<file path="src/spif_params.svh">
// ================================================
// shared sizes and boot constants for the flash boot loader
// code words are 16 bits and data words are SPIF_WIDTH bits
// ================================================
`ifndef SPIF_PARAMS_SVH
`define SPIF_PARAMS_SVH

// ================================================
// word and RAM geometry
// ================================================
`define SPIF_WIDTH      18      // data word width
`define SPIF_CODE_AW    10      // code RAM address bits
`define SPIF_DATA_AW    10      // data RAM address bits
`define SPIF_CODE_W     16      // code word width

// ================================================
// flash boot constants
// ================================================
`define SPIF_BASEBLOCK  8'h00   // first 64KB sector of the boot image
`define SPIF_FAST_READ  8'h0B   // fast read opcode
`define SPIF_RATE_INIT  4'd7    // SCLK divisor out of reset

`endif

</file>
<file path="src/spif_pkg.sv">
// ================================================
// boot record byte views and the RAM write target
// ================================================
package spif_pkg;

  typedef enum logic [1:0] {
    KIND_DATA0 = 2'b00,             // data mode
    KIND_DATA1 = 2'b01,             // data mode too
    KIND_RATE  = 2'b10,             // new SCLK divisor
    KIND_CTL   = 2'b11              // prefix load or end of boot
  } cmd_kind_e;

  typedef enum logic {
    TGT_CODE = 1'b0,
    TGT_DATA = 1'b1
  } wr_target_e;

  typedef struct packed {
    cmd_kind_e   kind;
    logic [5:0]  arg;               // low nibble is the rate divisor
  } cmd_hdr_t;

  typedef struct packed {
    cmd_kind_e   kind;
    logic        end_boot;          // 1 ends the boot
    logic        rst_val;           // processor reset after the boot
    logic [1:0]  unused;
    logic        sel_len;           // 1 loads count, 0 loads destination
    logic        two_byte;          // high byte comes first
  } cmd_ctl_t;

  typedef struct packed {
    cmd_kind_e   kind;
    logic        unused;
    logic [2:0]  sink;              // 0 code, 1 data, others dropped
    logic [1:0]  bpw_m1;            // bytes per word minus one
  } cmd_dat_t;

  typedef union packed {
    cmd_hdr_t hdr;
    cmd_ctl_t ctl;
    cmd_dat_t dat;
  } boot_cmd_t;

endpackage

</file>
<file path="src/spif_boot_reader.sv">
`timescale 1ns/1ps
// ================================================
// one flash transfer in flight at a time; a reboot is taken only after booting ends
// words keep their low SPIF_WIDTH bits and sinks above 1 are counted but not written
// ================================================
`include "spif_params.svh"

module spif_boot_reader (
  input  logic                    clk,
  input  logic                    arstn,         // async reset, active low
  input  logic                    i_reboot,      // one-cycle restart request
  input  logic                    i_f_ready,     // flash takes a byte
  input  logic                    i_f_rx_valid,  // flash answer strobe
  input  logic [7:0]              i_f_din,       // flash answer byte
  input  logic                    i_bw_ready,
  output logic                    o_f_valid,
  output logic [7:0]              o_f_dout,
  output logic [2:0]              o_f_format,    // 0 raises CS#
  output logic [3:0]              o_f_rate,      // SCLK divisor
  output logic                    o_bw_valid,
  output spif_pkg::wr_target_e    o_bw_target,
  output logic [15:0]             o_bw_addr,     // destination pointer
  output logic [`SPIF_WIDTH-1:0]  o_bw_data,     // assembled word
  output logic                    o_booting,
  output logic                    o_p_reset,
  output logic [7:0]              o_last_byte
);
  import spif_pkg::*;

  localparam logic [2:0] HDR_LEN  = 3'd5;    // opcode, 3 address bytes, dummy
  localparam logic [2:0] FMT_READ = 3'b010;  // single rate, CS# low
  localparam logic [3:0] MODE_CMD = 4'b0000;

  logic        f_busy;       // byte accepted, answer pending
  logic [2:0]  hdr_cnt;      // preamble bytes answered
  logic [3:0]  mode;         // 00xx cmd, 010h dest, 011h count, 1sss data
  logic [15:0] count;        // words left minus one
  logic [1:0]  bpw;          // bytes per word minus one
  logic [1:0]  bytecnt;      // bytes left in this word
  boot_cmd_t   cmd;
  logic        f_fire;
  logic        bw_fire;
  logic        rx_rec;       // answer is a record byte
  logic        first_byte;

  assign cmd        = i_f_din;
  assign f_fire     = o_f_valid & i_f_ready;
  assign bw_fire    = o_bw_valid & i_bw_ready;
  assign rx_rec     = i_f_rx_valid & (hdr_cnt == HDR_LEN);
  assign first_byte = (bytecnt == bpw);

  always_comb begin                              // byte to send
    case (hdr_cnt)
      3'd0:    o_f_dout = `SPIF_FAST_READ;
      3'd1:    o_f_dout = `SPIF_BASEBLOCK;
      default: o_f_dout = 8'h00;                 // address lsbs, dummy, clock-in
    endcase
  end

  always_ff @(posedge clk or negedge arstn) begin
    if (!arstn) begin
      o_booting   <= 1'b1;
      o_p_reset   <= 1'b1;
      o_f_valid   <= 1'b0;
      o_f_format  <= 3'd0;
      o_f_rate    <= `SPIF_RATE_INIT;
      f_busy      <= 1'b0;
      hdr_cnt     <= 3'd0;
      mode        <= MODE_CMD;
      count       <= 16'd0;
      bpw         <= 2'd0;
      bytecnt     <= 2'd0;
      o_bw_addr   <= 16'd0;
      o_bw_valid  <= 1'b0;
      o_bw_target <= TGT_CODE;
    end else begin
      // ================================================
      // flash transfers
      // ================================================
      if (f_fire) begin
        o_f_valid <= 1'b0;
        f_busy    <= 1'b1;
      end else if (o_booting && !o_f_valid && !f_busy && !o_bw_valid) begin
        o_f_valid  <= 1'b1;                      // no fetch while a write waits
        o_f_format <= FMT_READ;
      end
      if (i_f_rx_valid) begin
        f_busy <= 1'b0;
        if (hdr_cnt != HDR_LEN)
          hdr_cnt <= hdr_cnt + 3'd1;             // preamble answers are dropped
      end
      if (bw_fire) begin
        o_bw_valid <= 1'b0;
        o_bw_addr  <= o_bw_addr + 16'd1;         // bump after the write lands
      end
      // ================================================
      // record interpreter
      // ================================================
      if (rx_rec) begin
        if (mode[3]) begin                       // data byte
          if (bytecnt != 2'd0) begin
            bytecnt <= bytecnt - 2'd1;
          end else begin
            bytecnt <= bpw;
            if (mode[2:1] == 2'b00) begin        // code or data sink
              o_bw_valid  <= 1'b1;
              o_bw_target <= mode[0] ? TGT_DATA : TGT_CODE;
            end else begin
              o_bw_addr <= o_bw_addr + 16'd1;    // dropped word still advances
            end
            if (count != 16'd0)
              count <= count - 16'd1;
            else
              mode <= MODE_CMD;                  // last word of the run
          end
        end else if (mode[2]) begin              // prefix byte
          if (mode[1]) begin
            if (mode[0])
              count[15:8] <= i_f_din;
            else
              count[7:0] <= i_f_din;
          end else begin
            if (mode[0])
              o_bw_addr[15:8] <= i_f_din;
            else
              o_bw_addr[7:0] <= i_f_din;
          end
          mode <= mode[0] ? {mode[3:1], 1'b0} : MODE_CMD;
        end else begin                           // command byte
          case (cmd.hdr.kind)
            KIND_CTL: begin
              if (cmd.ctl.end_boot) begin
                o_booting  <= 1'b0;
                o_f_format <= 3'd0;              // raise CS#
                o_p_reset  <= cmd.ctl.rst_val;
              end else begin
                mode <= {2'b01, cmd.ctl.sel_len, cmd.ctl.two_byte};
              end
            end
            KIND_RATE: o_f_rate <= cmd.hdr.arg[3:0];
            default: begin                       // enter data mode
              mode    <= {1'b1, cmd.dat.sink};
              bpw     <= cmd.dat.bpw_m1;
              bytecnt <= cmd.dat.bpw_m1;
            end
          endcase
        end
      end
      if (i_reboot && !o_booting) begin          // restart with the preamble
        o_booting <= 1'b1;
        hdr_cnt   <= 3'd0;
        mode      <= MODE_CMD;
      end
    end
  end

  always_ff @(posedge clk) begin
    if (i_f_rx_valid)
      o_last_byte <= i_f_din;
    if (rx_rec && mode[3]) begin                 // big-endian shift
      if (first_byte)
        o_bw_data <= {{(`SPIF_WIDTH-8){1'b0}}, i_f_din};
      else
        o_bw_data <= {o_bw_data[`SPIF_WIDTH-9:0], i_f_din};
    end
  end

endmodule

</file>
<file path="src/spif_io_regs.sv">
`timescale 1ns/1ps
// ================================================
// registers live at I/O addresses 0 to 15; writes are ignored while p_hold is high
// ================================================
`include "spif_params.svh"

module spif_io_regs (
  input  logic                      clk,
  input  logic                      arstn,        // async reset, active low
  input  logic                      i_io_rd,
  input  logic                      i_io_wr,
  input  logic [14:0]               i_addr,
  input  logic [`SPIF_WIDTH-1:0]    i_din,
  input  logic                      i_p_hold,
  input  logic                      i_booting,
  input  logic [7:0]                i_last_byte,
  input  logic                      i_cw_ready,
  output logic [`SPIF_WIDTH-1:0]    o_io_dout,
  output logic                      o_cw_valid,   // code write pending
  output logic [`SPIF_CODE_AW-1:0]  o_cw_addr,    // auto-incrementing
  output logic [`SPIF_CODE_W-1:0]   o_cw_data,
  output logic                      o_reboot      // one-cycle strobe
);

  localparam logic [3:0] REG_CODE_ADDR = 4'h1;
  localparam logic [3:0] REG_CODE_DATA = 4'h2;
  localparam logic [3:0] REG_BOOT      = 4'h3;    // write reboots, read last byte
  localparam logic [3:0] REG_STATUS    = 4'h5;
  localparam logic [3:0] REG_GENERAL   = 4'h8;

  logic                    internal;
  logic                    wr_ok;
  logic [`SPIF_WIDTH-1:0]  gen_word;              // general purpose word
  logic [`SPIF_WIDTH-1:0]  rd_word;

  assign internal = (i_addr[14:4] == 11'd0);
  assign wr_ok    = i_io_wr & internal & ~i_p_hold;

  always_ff @(posedge clk or negedge arstn) begin
    if (!arstn) begin
      o_cw_valid <= 1'b0;
      o_cw_addr  <= '0;
      o_reboot   <= 1'b0;
      gen_word   <= '0;
    end else begin
      o_reboot <= 1'b0;
      if (o_cw_valid && i_cw_ready) begin
        o_cw_valid <= 1'b0;
        o_cw_addr  <= o_cw_addr + 1'b1;             // next code word
      end
      if (wr_ok) begin
        case (i_addr[3:0])
          REG_CODE_ADDR: o_cw_addr  <= i_din[`SPIF_CODE_AW-1:0];
          REG_CODE_DATA: o_cw_valid <= 1'b1;
          REG_BOOT:      o_reboot   <= 1'b1;
          REG_GENERAL:   gen_word   <= i_din;
          default: ;
        endcase
      end
    end
  end

  always_ff @(posedge clk) begin
    if (wr_ok && (i_addr[3:0] == REG_CODE_DATA))
      o_cw_data <= i_din[`SPIF_CODE_W-1:0];
  end

  always_comb begin                               // read mux
    rd_word = gen_word;
    if (internal) begin
      case (i_addr[3:0])
        REG_CODE_DATA: rd_word = {{(`SPIF_WIDTH-1){1'b0}}, o_cw_valid};
        REG_BOOT:      rd_word = {{(`SPIF_WIDTH-8){1'b0}}, i_last_byte};
        REG_STATUS:    rd_word = {{(`SPIF_WIDTH-1){1'b0}}, i_booting};
        default: ;
      endcase
    end
  end

  assign o_io_dout = i_io_rd ? rd_word : '0;

endmodule

</file>
<file path="src/spif_mem_arbiter.sv">
`timescale 1ns/1ps
// ================================================
// purely combinational; boot code beats CPU code and CPU data beats boot data
// ================================================
`include "spif_params.svh"

module spif_mem_arbiter (
  input  logic                      i_bw_valid,
  input  spif_pkg::wr_target_e      i_bw_target,
  input  logic [15:0]               i_bw_addr,
  input  logic [`SPIF_WIDTH-1:0]    i_bw_data,
  input  logic                      i_cw_valid,
  input  logic [`SPIF_CODE_AW-1:0]  i_cw_addr,
  input  logic [`SPIF_CODE_W-1:0]   i_cw_data,
  input  logic [14:0]               i_code_addr,  // CPU fetch address
  input  logic                      i_mem_rd,
  input  logic                      i_mem_wr,
  input  logic [14:0]               i_mem_addr,
  input  logic [`SPIF_WIDTH-1:0]    i_din,
  input  logic                      i_io_busy,    // CPU code write pending
  output logic                      o_bw_ready,
  output logic                      o_cw_ready,
  output logic [`SPIF_CODE_AW-1:0]  o_code_a,
  output logic [`SPIF_CODE_W-1:0]   o_code_din,
  output logic                      o_code_wr,
  output logic                      o_code_rd,
  output logic [`SPIF_DATA_AW-1:0]  o_data_a,
  output logic [`SPIF_WIDTH-1:0]    o_data_din,
  output logic                      o_data_wr,
  output logic                      o_data_rd,
  output logic                      o_p_hold
);
  import spif_pkg::*;

  logic boot_code;    // boot code write, always wins
  logic boot_data;    // boot data write request
  logic boot_dwr;     // boot data write granted
  logic cpu_cwr;      // CPU code write granted

  assign boot_code = i_bw_valid & (i_bw_target == TGT_CODE);
  assign boot_data = i_bw_valid & (i_bw_target == TGT_DATA);
  assign boot_dwr  = boot_data & ~i_mem_wr;
  assign cpu_cwr   = i_cw_valid & ~boot_code;

  assign o_bw_ready = ~((i_bw_target == TGT_DATA) & i_mem_wr);
  assign o_cw_ready = ~boot_code;

  // ================================================
  // code RAM port
  // ================================================
  assign o_code_wr  = boot_code | cpu_cwr;
  assign o_code_a   = boot_code ? i_bw_addr[`SPIF_CODE_AW-1:0] :
                      cpu_cwr   ? i_cw_addr : i_code_addr[`SPIF_CODE_AW-1:0];
  assign o_code_din = boot_code ? i_bw_data[`SPIF_CODE_W-1:0] : i_cw_data;

  // ================================================
  // data RAM port
  // ================================================
  assign o_data_wr  = i_mem_wr | boot_dwr;
  assign o_data_a   = boot_dwr ? i_bw_addr[`SPIF_DATA_AW-1:0] :
                      i_mem_addr[`SPIF_DATA_AW-1:0];
  assign o_data_din = boot_dwr ? i_bw_data : i_din;

  // hold keeps CPU reads in step while the ports are borrowed
  assign o_p_hold  = boot_code | boot_dwr | i_io_busy;
  assign o_code_rd = ~o_p_hold;
  assign o_data_rd = i_mem_rd & ~o_p_hold;

endmodule

</file>
<file path="src/spif.sv">
`timescale 1ns/1ps
// ================================================
// flash must answer each accepted byte with one rx strobe; RAMs are external
// ================================================
`include "spif_params.svh"

module spif (
  input  logic                      clk,
  input  logic                      arstn,        // async reset, active low
  // CPU bus
  input  logic                      i_io_rd,
  input  logic                      i_io_wr,
  input  logic                      i_mem_rd,
  input  logic                      i_mem_wr,
  input  logic [14:0]               i_mem_addr,
  input  logic [`SPIF_WIDTH-1:0]    i_din,
  output logic [`SPIF_WIDTH-1:0]    o_io_dout,
  input  logic [14:0]               i_code_addr,
  output logic                      o_p_hold,
  output logic                      o_p_reset,
  // RAM ports
  output logic [`SPIF_DATA_AW-1:0]  o_data_a,
  output logic [`SPIF_WIDTH-1:0]    o_data_din,
  output logic                      o_data_wr,
  output logic                      o_data_rd,
  output logic [`SPIF_CODE_AW-1:0]  o_code_a,
  output logic [`SPIF_CODE_W-1:0]   o_code_din,
  output logic                      o_code_wr,
  output logic                      o_code_rd,
  // flash byte channel
  input  logic                      i_f_ready,
  output logic                      o_f_valid,
  output logic [7:0]                o_f_dout,
  output logic [2:0]                o_f_format,
  output logic [3:0]                o_f_rate,
  input  logic                      i_f_rx_valid,
  input  logic [7:0]                i_f_din
);
  import spif_pkg::*;

  logic                      reboot;
  logic                      booting;
  logic [7:0]                last_byte;
  logic                      bw_valid;
  logic                      bw_ready;
  wr_target_e                bw_target;
  logic [15:0]               bw_addr;
  logic [`SPIF_WIDTH-1:0]    bw_data;
  logic                      cw_valid;
  logic                      cw_ready;
  logic [`SPIF_CODE_AW-1:0]  cw_addr;
  logic [`SPIF_CODE_W-1:0]   cw_data;

  spif_boot_reader u_reader (
    .clk          (clk),
    .arstn        (arstn),
    .i_reboot     (reboot),
    .i_f_ready    (i_f_ready),
    .i_f_rx_valid (i_f_rx_valid),
    .i_f_din      (i_f_din),
    .i_bw_ready   (bw_ready),
    .o_f_valid    (o_f_valid),
    .o_f_dout     (o_f_dout),
    .o_f_format   (o_f_format),
    .o_f_rate     (o_f_rate),
    .o_bw_valid   (bw_valid),
    .o_bw_target  (bw_target),
    .o_bw_addr    (bw_addr),
    .o_bw_data    (bw_data),
    .o_booting    (booting),
    .o_p_reset    (o_p_reset),
    .o_last_byte  (last_byte)
  );

  spif_io_regs u_regs (
    .clk          (clk),
    .arstn        (arstn),
    .i_io_rd      (i_io_rd),
    .i_io_wr      (i_io_wr),
    .i_addr       (i_mem_addr),                   // I/O shares the data address
    .i_din        (i_din),
    .i_p_hold     (o_p_hold),
    .i_booting    (booting),
    .i_last_byte  (last_byte),
    .i_cw_ready   (cw_ready),
    .o_io_dout    (o_io_dout),
    .o_cw_valid   (cw_valid),
    .o_cw_addr    (cw_addr),
    .o_cw_data    (cw_data),
    .o_reboot     (reboot)
  );

  spif_mem_arbiter u_arb (
    .i_bw_valid   (bw_valid),
    .i_bw_target  (bw_target),
    .i_bw_addr    (bw_addr),
    .i_bw_data    (bw_data),
    .i_cw_valid   (cw_valid),
    .i_cw_addr    (cw_addr),
    .i_cw_data    (cw_data),
    .i_code_addr  (i_code_addr),
    .i_mem_rd     (i_mem_rd),
    .i_mem_wr     (i_mem_wr),
    .i_mem_addr   (i_mem_addr),
    .i_din        (i_din),
    .i_io_busy    (cw_valid),                     // pending code write holds CPU
    .o_bw_ready   (bw_ready),
    .o_cw_ready   (cw_ready),
    .o_code_a     (o_code_a),
    .o_code_din   (o_code_din),
    .o_code_wr    (o_code_wr),
    .o_code_rd    (o_code_rd),
    .o_data_a     (o_data_a),
    .o_data_din   (o_data_din),
    .o_data_wr    (o_data_wr),
    .o_data_rd    (o_data_rd),
    .o_p_hold     (o_p_hold)
  );

endmodule

</file>
<file path="config.mk">
export PLATFORM = sky130hd
export DESIGN_NAME = spif
export DESIGN_NICKNAME = d
export VERILOG_FILES = /design/src/spif_pkg.sv /design/src/spif_boot_reader.sv /design/src/spif_io_regs.sv /design/src/spif_mem_arbiter.sv /design/src/spif.sv
export VERILOG_INCLUDE_DIRS = /design/src /design/src/src
export SDC_FILE = /design/constraint.sdc
export NUM_CORES = 1
export LEC_CHECK = 0
export ABC_AREA = 1
export BUFFER_PORTS_ARGS = -buffer_cell sky130_fd_sc_hd__buf_2
export CAP_MARGIN = 20
export CORE_MARGIN = 1
export CORE_UTILIZATION = 50
export DETAILED_ROUTE_END_ITERATION = 12
export PLACE_DENSITY = 0.77
export RECOVER_POWER = 50
export SLEW_MARGIN = 20
export SYNTH_ARGS = -nofsm -noshare
export SYNTH_HDL_FRONTEND = slang
export SYNTH_SLANG_ARGS = --single-unit
</file>
<file path="constraint.sdc">
create_clock -name clk -period 2.9 [get_ports clk]
set_clock_uncertainty 0.15 [all_clocks]
set_input_delay 0.145 -clock clk [delete_from_list [all_inputs] [get_ports clk]]
set_output_delay 0.145 -clock clk [all_outputs]
set_load 0.01 [all_outputs]
</file>
==> metrics.md <==
| Metric | Value |
|---|---|
| Run status | `complete, but fails checks` |
| Failing checks | `negative hold slack, max-capacitance violations, max-slew violations` |
| Arrival time at the worst endpoint | `~2.1 ns` |
| Slowest cell on the critical path | `dfrtp_1` |
| Most instantiated cells after synthesis | `nand2_1 (290), inv_1 (122), o21ai_0 (106)` |
| Initial Utilization | `around half` |
| Iteration-0 DRC Markers | `652` |
| Crit path max fanout | `12` |
| Synth top area share | `about a quarter` |
| Antenna cells | `0` |
| Cells after Synth | `between 900 and 1000` |
| Mapped cell area | `approximately 0.0073 mm^2` |
| Pwr per Cell Area | `837.4 mW/mm^2` |
| Slew Limit Fails | `around 80` |
| Crit-path max cell delay | `0.44 ns` |
| Distinct cells, synth | `46` |
| Residual DRC | `0` |
| Placed insts | `roughly 1300` |
| PostCTS Resize Cnt | `0` |
| Clk sinks | `approximately 120` |
| Final worst-path cycle share | `a little over four fifths` |
| Seq/Total Area, Yosys | `~45%` |
| Final ANT Viol Nets | `0` |
| RSZ-0062 raised after global routing | `no` |
| Comb power frac | `36.9%` |
| Max_cap viols | `1` |
| GP Congestion | `between 0.9 and 1` |
| Share of cells above drive strength 1 | `~15%` |
| Post-CTS Setup Bufs | `0` |
| WL/cell | `15.50 um` |
| M1 WL | `roughly 8800 um` |
| Critical path buffers and inverters | `4` |
| CTS tree | `yes` |
| H-Tree Depth | `4` |
| Total gr overflow | `0` |
| Final setup viols | `0` |
| Post-synth top area cell | `dfrtp_1` |
| Worst hold margin | `-0.02235 ns` |
| Least-Margin Pin Slew | `between 2 and 2.5 ns` |
| Setup TNS Final | `0 ns` |
| Worst endpoint required time | `2.61 ns` |
| Inserted Clock Buffers | `17` |
| Prevailing post-synth register cell | `dfrtp_1` |
| Setup crit start kind | `flop` |
| Post-Layout Cell Count | `roughly 1300` |
| Relative max-transition margin | `-41.31%` |
| First-pass GRT wire length | `roughly 32000 um` |
| Max Clk Rate | `approximately 400 MHz` |
| Vias in the first global route | `approximately 6500` |
| Die Y | `roughly 120 um` |
| Hold buffers post-CTS | `30` |
| Worst-path cell chain | `inv_1 > nor2_1 > nor2_1 > buf_4 > clkinv_1 > o221ai_1 > buf_2` |
| Met2 WL post-DR | `between 9000 and 10000 um` |
| Kind of critical path | `flop to primary output` |
| Vias | `about 7200` |
| Peak VDD IR | `between 0.0009 and 0.001 V` |
| Switching fraction of total power | `~39%` |
| Number of synthesized register bits | `~120` |
| HP Class | `primary input to flop` |
| Final wirelength | `20850 um` |
| Total iterations of the first detailed-routing run | `6` |
| I/O Buffers | `around 150` |
| Post-synth EDFFs | `between 40 and 50` |
| WL met3 | `1389 um` |
| Clock slew at reported path FFs | `~0.050 ns` |
| Global-route total usage across every layer | `around 29%` |
| Critical Path Sink Type | `primary output` |
| LEAKAGE | `approximately 4.5 nW` |
| Final Net Count | `1223` |
| Async SR Flop Fraction | `65.57%` |
| Most frequent cell after synthesis | `nand2_1` |
| Most common cell on crit path | `nor2_1` |
| Switching power | `between 2 and 3 mW` |
| YS warnings | `0` |
| Delay-heaviest family, CP | `buffers and inverters` |
| Clock Tree Root | `clkbuf_16` |
| Fillcell total | `about 1200` |
| Clk Latency, worst-skew pair | `~0.43 ns` |
| P&R area growth vs syn | `23.87%` |
| Die X | `between 100 and 150 um` |
| Hold Violations, Final | `1` |
| DP HPWL | `approximately 14000 um` |
| Io pins | `between 150 and 200` |
| Seq pwr share | `about a third` |
| Power Internal | `around 4.6 mW` |
| Area of the core | `0.01404 mm^2` |
| Synth top area cells | `dfrtp_1 (26%), edfxtp_1 (17%), nand2_1 (15%)` |
| Largest net degree at the start of global routing | `81` |
| Max Root-Sink Buffers | `2` |
| Antenna violations before repair | `0` |
| Mean Syn Cell Area | `approximately 7.5 um^2` |
| Clk pwr share | `approximately 31%` |
| Total die area | `between 0.015 and 0.02 mm^2` |
| Placement Rows | `between 40 and 50` |
| Tmin final | `approximately 2.4 ns` |
| Vias per inst | `5.370` |
| Max layer used | `met4` |
[worst reg2reg max path, cell delays in order (launching register included)]
cell	delay (ns)
dfrtp_1	0.39
inv_1	0.14
o21ai_4	0.30
nand2_1	0.27
nor2_1	0.35
nand2_1	0.11
nor3_2	0.14
buf_4	0.23
[per-layer routing]
layer	global-route usage, %	up-vias
met1	36.88	3331
met2	46.88	315
met4	14.25	0
met5	0	-
li1	-	3513
met3	4.647	64
[area by class of cell]
type / instances / area (um^2) / share of cell area, %
clock buffers: 18 / 439.2 / 4.859
well taps: 180 / 225.2 / 2.492
inverters: 125 / 469.2 / 5.192
flip-flops and latches: 122 / 3269 / 36.18
clock inverters: 14 / 220.2 / 2.437
repair buffers: 190 / 1077 / 11.92
multi-input cells: 696 / 3337 / 36.92
[cell families after synthesis]
group	after synthesis	share of synthesized area, %
AOI/OAI and AO/OA	172	13.91
adders and majority gates	7	1.200
other	1	0.05140
and+or+nand+nor	493	28.30
buffers and inverters	165	9.449
xor gates and xnor gates	19	2.281
DFF	122	44.81
[through the flow]
stage | hold WS [ns] | total power, mW | utilization (%) | instance area, um^2 | worst slack [ns]
floorplan | -0.3006 | 4.448 | - | 7311 | 0.1592
global placement | 0.1945 | 5.104 | 58.12 | 8162 | 0.8811
detailed placement | 0.1955 | 5.160 | 58.12 | 8162 | 0.8564
CTS | 0.01068 | 7.570 | 64.96 | 9121 | 0.4824
global route | -0.02414 | 8.074 | 64.36 | 9037 | 0.1860
finish | -0.02235 | 7.568 | 64.36 | 9037 | 0.4658
[worst paths after layout]
path,start,endpoint,slack (ns),cells past startpoint
worst max-delay path,u_reader.o_bw_valid,o_code_a[2],0.47,7
worst min-delay path,i_io_wr,u_regs.o_reboot,-0.02,3
worst max register to register,u_reader.o_bw_target,u_regs.o_cw_data[7],0.52,7
worst min register to register,u_regs.gen_word[13],u_regs.gen_word[13],0.33,2
max in group asynchronous,arstn,u_reader.count[0],0.64,2
min in group asynchronous,arstn,u_regs.o_cw_addr[8],0.71,2
[state kept, by name (all words and copies together) (netlist names)]
name and count:
u_reader.o_last_byte 8, u_reader.hdr_cnt 3, u_reader.o_p_reset 1, u_reader.o_bw_addr 10, u_reader.o_bw_valid 1, u_reader.o_f_format 3, u_regs.o_cw_addr 10, u_regs.o_cw_data 16
u_reader.o_f_valid 1, u_reader.count 16, u_regs.o_reboot 1, u_regs.o_cw_valid 1, u_reader.bpw 2, u_reader.o_bw_target 1, u_regs.gen_word 18, u_reader.o_f_rate 4
u_reader.f_busy 1, u_reader.bytecnt 2, u_reader.mode 4, u_reader.o_booting 1, u_reader.o_bw_data 18
[cell usage in the layout (no fill, tap or decap), types with 2 or more instances in the layout]
master           n
nand2_1        291
inv_1          123
buf_2          107
o21ai_0        106
nor2_1         102
dfrtp_1         75
nand3_1         64
edfxtp_1        42
clkbuf_1        41
dlygate4sd3_1   30
a21oi_1         23
clkbuf_16       17
xor2_1          12
buf_4           11
nand4_1         10
nor3_1          10
o21ai_2          9
o211ai_1         8
xnor2_1          7
ha_1             7
o221ai_1         6
nand2_2          5
conb_1           5
bufinv_16        5
dfstp_2          5
o21bai_1         4
clkinv_4         4
a31oi_1          3
o22ai_1          3
clkinv_1         3
clkinvlp_4       3
o31ai_4          2
o31ai_1          2
nor3_4           2
nor2_2           2
[power groups by stage]
stage	combinational, mW	clock, mW	sequential (mW)
6_report	2.79	2.36	2.41
5_1_grt	3.18	2.45	2.45
4_1_cts	2.79	2.37	2.41
3_5_place_dp	2.73	0	2.43
3_3_place_gp	2.68	0	2.43
2_1_floorplan	2.07	0	2.37
(Power assumes the default switching activity.)
